==> src/hdl/dtc_link_pkg.sv <==
// link layer symbols for the timing and control link
// k flags, idle comma, packet geometry, CRC constants and the
// word type passed from the packet builder to the transmit buffer
package dtc_link_pkg;

   // one transceiver word with its k-char flags
   typedef struct packed {
      logic [1:0]  k;      // 11 idle, 10 command, 00 data
      logic [15:0] data;
   } link_word_t;

   // k flag encodings
   localparam logic [1:0] K_IDLE = 2'b11;   // both bytes are k-chars
   localparam logic [1:0] K_CMD  = 2'b10;   // upper byte k28.0, lower byte data
   localparam logic [1:0] K_DATA = 2'b00;   // plain data word

   localparam logic [15:0] COMMA = 16'hBC3C;   // k28.5 k28.1 idle pair

   // header + payload + crc
   localparam int PKT_WORDS     = 10;
   localparam int PAYLOAD_WORDS = 8;

   // ccitt polynomial, all-ones seed
   localparam logic [15:0] CRC_POLY = 16'h1021;
   localparam logic [15:0] CRC_INIT = 16'hFFFF;

endpackage

==> src/hdl/dtc_req_pkg.sv <==
// request level definitions for the link packet generator
// packet kinds, DCS operation codes, field widths and the
// types carried by a captured request
package dtc_req_pkg;

   // kinds this generator originates, value goes into header bits 3:0
   typedef enum logic [3:0] {
      DCS_REQ   = 4'd0,
      HEARTBEAT = 4'd1,
      DATA_REQ  = 4'd2
   } pkt_kind_t;

   // DCS operation code, bit 5 reserved
   localparam int OP_W = 6;
   typedef logic [OP_W-1:0] op_t;
   localparam op_t OP_SINGLE_RD = 6'd0;
   localparam op_t OP_SINGLE_WR = 6'd1;

   // event window / event tag
   localparam int TAG_W = 48;
   typedef logic [TAG_W-1:0] tag_t;

   localparam logic [7:0]  HDR_K_BASE = 8'h1C;    // k28.0 in the header upper byte
   localparam logic [15:0] DMA_COUNT  = 16'h0010; // fixed dma byte count
   localparam logic [7:0]  VALID_BIT  = 8'h80;    // valid flag, upper byte of word 1

   typedef logic [2:0] ring_cnt_t;   // header bits 7:5

endpackage

==> src/hdl/dtc_req_if.sv <==
// captured request bus
// carries one request from the capture stage to the packet builder,
// req_start pulses for one cycle and the fields hold until the next start
`timescale 1ns/1ps

interface dtc_req_if;

   logic                   req_start;   // single cycle, no handshake
   dtc_req_pkg::pkt_kind_t kind;
   dtc_req_pkg::op_t       op_code;
   logic [15:0]            addr;
   logic [15:0]            wdata;
   dtc_req_pkg::tag_t      window_tag;  // heartbeat tag
   logic [31:0]            event_mode;
   logic [7:0]             rf_marker;
   logic                   on_spill;
   dtc_req_pkg::tag_t      event_tag;   // data request tag

   // capture side drives everything
   modport src (
      output req_start, kind, op_code, addr, wdata, window_tag,
             event_mode, rf_marker, on_spill, event_tag
   );

   // builder side only reads
   modport dst (
      input  req_start, kind, op_code, addr, wdata, window_tag,
             event_mode, rf_marker, on_spill, event_tag
   );

endinterface

==> src/hdl/dtc_crc16.sv <==
// running CRC-16 over the payload words of one packet
// bitwise, msb first, one 16-bit word folded in per enabled cycle
`timescale 1ns/1ps

module dtc_crc16 (
   input  logic        serdes_clk,
   input  logic        serdes_resetn,
   input  logic        clear,    // reseed with CRC_INIT
   input  logic        enable,   // fold data in this cycle
   input  logic [15:0] data,
   output logic [15:0] crc
);

   logic [15:0] crc_next;

   // shift the word in msb first
   always_comb
   begin
      crc_next = crc;
      for (int i = 15; i >= 0; i--)
      begin
         if (crc_next[15] ^ data[i])
            crc_next = {crc_next[14:0], 1'b0} ^ dtc_link_pkg::CRC_POLY;
         else
            crc_next = {crc_next[14:0], 1'b0};
      end
   end

   always_ff @(posedge serdes_clk or negedge serdes_resetn)
   begin
      if (!serdes_resetn)
         crc <= dtc_link_pkg::CRC_INIT;
      else if (clear)
         crc <= dtc_link_pkg::CRC_INIT;
      else if (enable)
         crc <= crc_next;
   end

endmodule

==> src/hdl/dtc_packet_builder.sv <==
// packet builder
// turns one captured request into header, eight payload words and
// a CRC word, written to the transmit buffer on consecutive cycles
// header carries the kind and a rolling 3-bit ring count
`timescale 1ns/1ps

module dtc_packet_builder (
   input  logic                    serdes_clk,
   input  logic                    serdes_resetn,
   dtc_req_if.dst                  req,
   input  logic                    room,      // buffer can take a whole packet
   output logic                    wr_en,     // one pulse per word
   output dtc_link_pkg::link_word_t wr_word
);

   localparam int IW = $clog2(dtc_link_pkg::PAYLOAD_WORDS);

   typedef enum logic [1:0] {
      ST_IDLE,   // wait for a start
      ST_PAY,    // payload words
      ST_CRC,    // crc word
      ST_GAP     // one dead cycle after the packet
   } state_t;

   state_t                 state;
   logic [IW-1:0]          idx;        // payload word index
   dtc_req_pkg::ring_cnt_t ring_cnt;
   logic [15:0]            pay_word;   // payload word at idx
   logic [15:0]            crc;
   logic                   crc_clr, crc_en;

   assign crc_clr = (state == ST_IDLE);   // reseed between packets
   assign crc_en  = (state == ST_PAY);    // fold in each payload word as written

   ////////////////////////////////////////
   // payload word select
   ////////////////////////////////////////
   always_comb
   begin
      pay_word = 16'h0000;   // reserved words default to zero
      if (idx == 0)
         pay_word = dtc_req_pkg::DMA_COUNT;
      else if (idx == 1)
         pay_word = {dtc_req_pkg::VALID_BIT, req.kind, 4'h0};  // roc link and hop count zero
      else
      begin
         case (req.kind)
            dtc_req_pkg::DCS_REQ:
               case (idx)
                  2: pay_word = {10'b0, req.op_code};
                  3: pay_word = req.addr;
                  4: if (req.op_code == dtc_req_pkg::OP_SINGLE_WR)
                        pay_word = req.wdata;   // read carries zero here
                  default: pay_word = 16'h0000;
               endcase
            dtc_req_pkg::HEARTBEAT:
               case (idx)
                  2: pay_word = req.window_tag[15:0];
                  3: pay_word = req.window_tag[31:16];
                  4: pay_word = req.window_tag[47:32];
                  5: pay_word = req.event_mode[15:0];
                  6: pay_word = req.event_mode[31:16];
                  default: pay_word = {req.rf_marker, 7'b0, req.on_spill};
               endcase
            dtc_req_pkg::DATA_REQ:
               case (idx)
                  2: pay_word = req.event_tag[15:0];
                  3: pay_word = req.event_tag[31:16];
                  4: pay_word = req.event_tag[47:32];
                  default: pay_word = 16'h0000;   // three reserved words
               endcase
            default: pay_word = 16'h0000;
         endcase
      end
   end

   ////////////////////////////////////////
   // word sequencer
   ////////////////////////////////////////
   always_ff @(posedge serdes_clk or negedge serdes_resetn)
   begin
      if (!serdes_resetn)
      begin
         state    <= ST_IDLE;
         idx      <= '0;
         ring_cnt <= '0;
         wr_en    <= 1'b0;
      end
      else
      begin
         wr_en <= 1'b0;
         case (state)
            ST_IDLE:
               if (req.req_start && room)   // start lost if no room
               begin
                  wr_en    <= 1'b1;
                  ring_cnt <= ring_cnt + 1'b1;   // wraps at 8
                  idx      <= '0;
                  state    <= ST_PAY;
               end
            ST_PAY:
            begin
               wr_en <= 1'b1;
               idx   <= idx + 1'b1;
               if (idx == IW'(dtc_link_pkg::PAYLOAD_WORDS - 1))
                  state <= ST_CRC;
            end
            ST_CRC:
            begin
               wr_en <= 1'b1;   // crc already holds all eight words
               state <= ST_GAP;
            end
            default:
               state <= ST_IDLE;
         endcase
      end
   end

   // word data written along with wr_en
   always_ff @(posedge serdes_clk)
   begin
      case (state)
         ST_IDLE: wr_word <= {dtc_link_pkg::K_CMD, dtc_req_pkg::HDR_K_BASE,
                              ring_cnt, 1'b0, req.kind};
         ST_PAY:  wr_word <= {dtc_link_pkg::K_DATA, pay_word};
         ST_CRC:  wr_word <= {dtc_link_pkg::K_DATA, crc};
         default: wr_word <= wr_word;
      endcase
   end

   dtc_crc16 u_crc (
      .serdes_clk    (serdes_clk),
      .serdes_resetn (serdes_resetn),
      .clear         (crc_clr),
      .enable        (crc_en),
      .data          (pay_word),
      .crc           (crc)
   );

endmodule

==> src/hdl/dtc_request_capture.sv <==
// request capture
// registers the request inputs and issues a one-cycle start to the
// builder, also keeps the event tag used by data request packets
`timescale 1ns/1ps

module dtc_request_capture (
   input  logic              serdes_clk,
   input  logic              serdes_resetn,
   input  logic              start,
   input  logic              cfo_emul_en,           // tag counts locally when set
   input  logic [3:0]        packet_type,
   input  dtc_req_pkg::op_t  op_code,
   input  logic [15:0]       addr,
   input  logic [15:0]       wdata,
   input  dtc_req_pkg::tag_t event_window_tag,
   input  dtc_req_pkg::tag_t event_window_offset,   // base for the first emulated tag
   input  logic [31:0]       event_mode,
   input  logic [7:0]        rf_marker,
   input  logic              on_spill,
   input  logic              datareq_last_word,     // previous data request done
   dtc_req_if.src            req
);

   logic              last_d1, last_d2;   // two stage sample of datareq_last_word
   logic              last_rise;
   logic              first_start;        // no emulated start seen since reset
   dtc_req_pkg::tag_t evt_tag;
   dtc_req_pkg::tag_t evt_tag_next;

   assign last_rise = last_d1 & ~last_d2;

   // tag update, a start overrides the edge increment
   always_comb
   begin
      evt_tag_next = evt_tag;
      if (last_rise)
         evt_tag_next = evt_tag + 1'b1;   // assume tags step by one per request
      if (start)
      begin
         if (!cfo_emul_en)
            evt_tag_next = event_window_tag;
         else if (first_start)
            evt_tag_next = event_window_offset + 1'b1;
      end
   end

   always_ff @(posedge serdes_clk or negedge serdes_resetn)
   begin
      if (!serdes_resetn)
      begin
         req.req_start <= 1'b0;
         last_d1       <= 1'b0;
         last_d2       <= 1'b0;
         first_start   <= 1'b1;
         evt_tag       <= '0;
      end
      else
      begin
         req.req_start <= start;   // builder sees it one cycle later
         last_d1       <= datareq_last_word;
         last_d2       <= last_d1;
         evt_tag       <= evt_tag_next;
         if (start && cfo_emul_en)
            first_start <= 1'b0;
      end
   end

   ////////////////////////////////////////
   // request fields, loaded on start
   ////////////////////////////////////////
   always_ff @(posedge serdes_clk)
   begin
      if (start)
      begin
         req.kind       <= dtc_req_pkg::pkt_kind_t'(packet_type);
         req.op_code    <= op_code;
         req.addr       <= addr;
         req.wdata      <= wdata;
         req.window_tag <= event_window_tag;
         req.event_mode <= event_mode;
         req.rf_marker  <= rf_marker;
         req.on_spill   <= on_spill;
         req.event_tag  <= evt_tag_next;   // snapshot, later edges do not disturb it
      end
   end

endmodule

==> src/hdl/dtc_sim_top.sv <==
// link packet generator top level
// request capture -> packet builder -> buffered transmit, all on
// the serdes clock; plain ports toward the test environment
`timescale 1ns/1ps

module dtc_sim_top #(
   parameter int FIFO_DEPTH = 32   // packet buffer words
) (
   input  logic                       serdes_clk,
   input  logic                       serdes_resetn,
   input  logic                       marker_on,
   input  logic                       start,
   input  logic                       cfo_emul_en,
   input  logic [3:0]                 packet_type,   // 0 dcs, 1 heartbeat, 2 data request
   input  logic [5:0]                 op_code,       // 0 single read, 1 single write
   input  logic [15:0]                addr,
   input  logic [15:0]                wdata,
   input  logic [dtc_req_pkg::TAG_W-1:0] event_window_tag,
   input  logic [dtc_req_pkg::TAG_W-1:0] event_window_offset,
   input  logic [31:0]                event_mode,
   input  logic [7:0]                 rf_marker,
   input  logic                       on_spill,
   input  logic                       datareq_last_word,
   output logic [15:0]                tx_data,
   output logic [1:0]                 tx_k
);

   dtc_req_if                req_bus ();
   logic                     wr_en;
   dtc_link_pkg::link_word_t wr_word;
   logic                     room;

   dtc_request_capture u_capture (
      .serdes_clk          (serdes_clk),
      .serdes_resetn       (serdes_resetn),
      .start               (start),
      .cfo_emul_en         (cfo_emul_en),
      .packet_type         (packet_type),
      .op_code             (op_code),
      .addr                (addr),
      .wdata               (wdata),
      .event_window_tag    (event_window_tag),
      .event_window_offset (event_window_offset),
      .event_mode          (event_mode),
      .rf_marker           (rf_marker),
      .on_spill            (on_spill),
      .datareq_last_word   (datareq_last_word),
      .req                 (req_bus.src)
   );

   dtc_packet_builder u_builder (
      .serdes_clk    (serdes_clk),
      .serdes_resetn (serdes_resetn),
      .req           (req_bus.dst),
      .room          (room),
      .wr_en         (wr_en),
      .wr_word       (wr_word)
   );

   dtc_tx_sender #(
      .FIFO_DEPTH (FIFO_DEPTH)
   ) u_sender (
      .serdes_clk    (serdes_clk),
      .serdes_resetn (serdes_resetn),
      .wr_en         (wr_en),
      .wr_word       (wr_word),
      .marker_on     (marker_on),
      .room          (room),
      .tx_data       (tx_data),
      .tx_k          (tx_k)
   );

endmodule

==> src/hdl/dtc_tx_sender.sv <==
// transmit stage
// packet buffer between builder and transceiver; a packet is read out
// only once all of its words are in, reads hold off while markers
// own the link, idle commas fill every other cycle
`timescale 1ns/1ps

module dtc_tx_sender #(
   parameter int FIFO_DEPTH = 32
) (
   input  logic                     serdes_clk,
   input  logic                     serdes_resetn,
   input  logic                     wr_en,
   input  dtc_link_pkg::link_word_t wr_word,
   input  logic                     marker_on,   // markers take priority on the fiber
   output logic                     room,        // space for one more packet
   output logic [15:0]              tx_data,
   output logic [1:0]               tx_k
);

   localparam int AW = $clog2(FIFO_DEPTH);
   localparam int CW = $clog2(FIFO_DEPTH + 1);
   localparam int BW = $clog2(dtc_link_pkg::PKT_WORDS);

   dtc_link_pkg::link_word_t mem [FIFO_DEPTH];
   logic [AW-1:0] wr_ptr, rd_ptr;
   logic [CW-1:0] fill;        // words held
   logic          burst;       // packet readout in progress
   logic [BW-1:0] burst_cnt;   // words read in this burst
   logic          rd_en;

   assign room  = (fill <= CW'(FIFO_DEPTH - dtc_link_pkg::PKT_WORDS));
   assign rd_en = burst & ~marker_on;   // pause mid packet, resume in place

   always_ff @(posedge serdes_clk)
   begin
      if (wr_en)
         mem[wr_ptr] <= wr_word;
   end

   ////////////////////////////////////////
   // pointers, fill and burst control
   ////////////////////////////////////////
   always_ff @(posedge serdes_clk or negedge serdes_resetn)
   begin
      if (!serdes_resetn)
      begin
         wr_ptr    <= '0;
         rd_ptr    <= '0;
         fill      <= '0;
         burst     <= 1'b0;
         burst_cnt <= '0;
      end
      else
      begin
         if (wr_en)
            wr_ptr <= (wr_ptr == AW'(FIFO_DEPTH - 1)) ? '0 : wr_ptr + 1'b1;
         if (rd_en)
            rd_ptr <= (rd_ptr == AW'(FIFO_DEPTH - 1)) ? '0 : rd_ptr + 1'b1;
         fill <= fill + CW'(wr_en) - CW'(rd_en);

         if (!burst && fill >= CW'(dtc_link_pkg::PKT_WORDS))
            burst <= 1'b1;   // a whole packet is waiting
         else if (rd_en)
         begin
            burst_cnt <= burst_cnt + 1'b1;
            if (burst_cnt == BW'(dtc_link_pkg::PKT_WORDS - 1))
            begin
               burst     <= 1'b0;   // last word of the packet
               burst_cnt <= '0;
            end
         end
      end
   end

   // output register, comma whenever nothing was read
   always_ff @(posedge serdes_clk or negedge serdes_resetn)
   begin
      if (!serdes_resetn)
      begin
         tx_data <= dtc_link_pkg::COMMA;
         tx_k    <= dtc_link_pkg::K_IDLE;
      end
      else if (rd_en)
      begin
         tx_data <= mem[rd_ptr].data;
         tx_k    <= mem[rd_ptr].k;
      end
      else
      begin
         tx_data <= dtc_link_pkg::COMMA;
         tx_k    <= dtc_link_pkg::K_IDLE;
      end
   end

endmodule

==> config.mk <==
export PLATFORM = sky130hd
export DESIGN_NAME = dtc_sim_top
export DESIGN_NICKNAME = d
export VERILOG_FILES = /design/src/hdl/dtc_link_pkg.sv /design/src/hdl/dtc_req_pkg.sv /design/src/hdl/dtc_req_if.sv /design/src/hdl/dtc_crc16.sv /design/src/hdl/dtc_packet_builder.sv /design/src/hdl/dtc_request_capture.sv /design/src/hdl/dtc_sim_top.sv /design/src/hdl/dtc_tx_sender.sv
export SDC_FILE = /design/constraint.sdc
export NUM_CORES = 1
export LEC_CHECK = 0
export BUFFER_PORTS_ARGS = -buffer_cell sky130_fd_sc_hd__buf_2
export CAP_MARGIN = 20
export CORE_MARGIN = 10
export CORE_UTILIZATION = 25
export DETAILED_ROUTE_END_ITERATION = 10
export SKIP_CTS_REPAIR_TIMING = 1
export SLEW_MARGIN = 15
export SYNTH_ARGS = -nofsm -noshare
export SYNTH_HDL_FRONTEND = slang
export SYNTH_SLANG_ARGS = --single-unit
export TNS_END_PERCENT = 50
==> constraint.sdc <==
create_clock -name serdes_clk -period 5.14 [get_ports serdes_clk]
set_input_delay 1.028 -clock serdes_clk [delete_from_list [all_inputs] [get_ports serdes_clk]]
set_output_delay 1.028 -clock serdes_clk [all_outputs]
set_load 0.01 [all_outputs]
==> metrics.md <==
| Metric | Value |
|---|---|
| Outcome | finished clean |
| Clock-pin slew of the registers on the worst-case setup and hold paths | 60 ps |
| Final Max Tran Viols | 0 |
| Final net count | 2,570 |
| Peak Freq | 232 MHz |
| Synth top area cells | edfxtp_1 62%, mux4_2 11%, dfrtp_1 6.1% |
| Worst Max-Slew Pin Slew | 1090 ps |
| Leakage power | 0.0140 µW |
| Synth Area in Simple Gates | 5.49% |
| Max stage delay on crit path | 720 ps |
| Fin crit share | 83.8% |
| Total grt overflow | 0 |
| Clock Sinks | 856 |
| Reg2Reg Setup Slack | 830 ps |
| Die Y | 399 µm |
| Xor/xnor share of the synthesized area | 3.91% |
| Setup Crit Path Kind | register to register |
| Post-Layout Inst Area | 42,200 µm² |
| Worst vdd ir | 0.280 mV |
| Port bufs | 202 |
| CP required | 5720 ps |
| Number of vias per cell | 4.73 |
| FP Rows | 138 |
| Initial core utilization | 25.2% |
| Critical-path cell with the highest stage delay | o311ai_2 |
| Number of flops mapped to enable cells by yosys | 740 |
| Unrepaired setup endpoints after global routing | no |
| Setup_tns | 0 ps |
| Avg WL per Cell | 22.4 µm |
| Total routed wirelength | 96,700 µm |
| Clock skew | 54.7 ps |
| Sequential share of the synthesized area | 70.2% |
| CP Cell Sequence | inv_1 -> ha_1 -> buf_4 -> nor2b_4 -> buf_4 -> o311ai_2 -> o32ai_1 -> a311oi_2 -> xnor2_1 -> xnor2_2 -> xnor3_2 -> xnor2_2 -> and3_1 -> o21ai_1 |
| Syn_nets | 2,337 |
| Core area | 142,000 µm² |
| Top cell type's share of synthesized area | 62.0% |
| Critical Path Start Type | register |
| Max Fanout on Critical Path | 21 |
| Die area | 159,000 µm² |
| Synth area leader | edfxtp_1 |
| PD cells | 516 nW/µm² |
| Diodes inserted | 0 |
| Commonest register cell after synthesis | edfxtp_1 |
| Final setup viols | 0 |
| Placed instance area | 39,400 µm² |
| Ys async rst share | 13.6% |
| Post-synth top cells | 740 x edfxtp_1, 170 x mux4_2, 138 x nand2_1 |
| Cells after Synth | 2,121 |
| Filler cells | 13,941 |
| Register bit total from synthesis | 856 |
| Reg2reg path depth | 14 |
| Count of final hold-check violations | 0 |
| Crit path capture type | register |
| HP Class | input port to async pin |
| Initial antenna violation count | 5 |
| Pre-antenna DRT Iters | 6 |
| Final min period | 4310 ps |
| Post-DRT Antenna Nets | 0 |
| CTS Root Cell | clkbuf_16 |
| Worst r2r src | u_builder.idx[0] |
| TritonCTS clock tree | built |
| GP Congestion | 0.886 |
| Total chip power | 21,800 µW |
| Combinational family with the most area after synthesis | multiplexers |
| Die X | 399 µm |
| Worst slew margin | 27.0% |
| Post-Syn Area per Cell | 16.9 µm² |
| Mux cell area share after synthesis | 11.3% |
| WHS | 332 ps |
| RR Endpoint | u_builder.u_crc.crc[15] |
| Iteration-0 DRC count of the detailed router | 2,411 |
| Post-DP HPWL | 65,400 µm |
| Residual DRC count | 0 |
| Layout Utilization | 29.7% |
| Post-synthesis compound-gate area fraction | 6.30% |
| Fraction of layout cells with a size suffix above 1 | 26.5% |
| Most numerous cell in the Yosys netlist | edfxtp_1 |
| Clock Path Buffers | 3 |
| Total vias in the final route | 20,401 |
| IO Pins | 203 |
| Yosys warnings | 0 |
| MaxCap Viol Count | 0 |
| Vias in the first global route | 20,665 |
| Area Overhead vs Synth | 17.7% |
| GR Util All Layers | 11.9% |
| First-pass GRT wire length | 141,000 µm |
| Largest net degree at the start of global routing | 171 |
| Worst skew pair latency | 670 ps |
| # H-tree levels | 3 |
| Adder-cell area share of the yosys netlist | 1.10% |
| Critical path arrival | 4890 ps |
| Number of buffers created by CTS | 85 |
| Syn Std Cell Area | 35,900 µm² |
| Library cells used by synthesis | 74 |
-- state kept, by name, summed over array words and instances (netlist names), 8 cells and up --
name	flops
u_capture.req.window_tag	48
u_capture.req.wdata	16
u_capture.req.event_tag	48
u_builder.wr_word	17
u_builder.u_crc.crc	16
u_capture.req.rf_marker	8
u_capture.evt_tag	48
u_sender.mem	544
u_capture.req.event_mode	32
u_sender.tx_data	16
u_capture.req.addr	16
-- placed cells by master (no fill, tap or decap), drive strengths merged, types with 19 or more instances in the layout --
cell	netlist	final
a21oi	65	65
a222oi	30	30
and3	19	19
buf	38	260
clkbuf	78	104
clkinv	0	41
dfrtp	88	88
dfstp	28	28
edfxtp	740	740
ha	30	30
inv	35	37
mux2i	19	19
mux4	170	170
nand2	138	138
nand3	50	50
nor2	117	117
nor3	20	20
o211ai	19	19
o21ai	35	35
o22ai	83	83
xnor2	88	88
xor2	53	53
-- how the worst max path moves through the flow --
stage	from	to	slack (ps)
after floorplan	u_builder.idx[2]	u_builder.u_crc.crc[13]	1690
after global placement	u_builder.idx[0]	u_builder.u_crc.crc[15]	890
after detailed placement	u_builder.idx[0]	u_builder.u_crc.crc[15]	870
after CTS	u_builder.idx[0]	u_builder.u_crc.crc[15]	920
after global routing	u_builder.idx[0]	u_builder.u_crc.crc[15]	570
final	u_builder.idx[0]	u_builder.u_crc.crc[15]	830
-- cell families after synthesis --
kind of cell,Yosys count
buffers and inverters,151
adders and majority gates,31
xor gates and xnor gates,147
DFF,856
and+or+nand+nor,418
AOI/OAI and AO/OA,326
muxes,192
-- through the flow --
stage | worst slack [ps] | std cells
floorplan | 1690 | 2121
global placement | 895 | 4152
detailed placement | 870 | 4153
CTS | 919 | 4309
global route | 568 | 4313
finish | 833 | 4313
-- power breakdown --
part	internal, µW	total, µW	switching [µW]
Sequential	9030	10100	1110
Clock	3520	6200	2680
Combinational	2480	5450	2960
-- routing by layer --
| layer | GRT usage (%) | up-vias | share of wire (%) |
|---|---|---|---|
| met5 | 0 | - | 0.057 |
| met4 | 3.80 | 8 | 2.9 |
| met3 | 2.74 | 147 | 7.0 |
| met2 | 19.1 | 810 | 47 |
| met1 | 15.9 | 10508 | 43 |
| li1 | - | 8928 | - |
-- area by class of cell --
class                           count  area (µm²)  area share, %
Timing Repair Buffer              262        1570           3.73
Inverter                           35         131          0.311
Clock buffer                      102        2190           5.19
Sequential cell                   856       25200           59.7
Multi-Input combinational cell   1114       10200           24.2
Tap cell                         1890        2360           5.61
Clock inverter                     54         566           1.34
-- worst max-delay path, delay by kind of cell (launching register included) --
family                   cells  cell delay (ps)
AO/OA/AOI/OAI                4             1520
buffers and inverters        3              530
flip-flops                   1              410
adder cells (fa/ha/maj)      1              190
XOR/XNOR                     4             1200
AND/OR/NAND/NOR              2              390
Note: power is estimated with default switching activity, not from simulation.
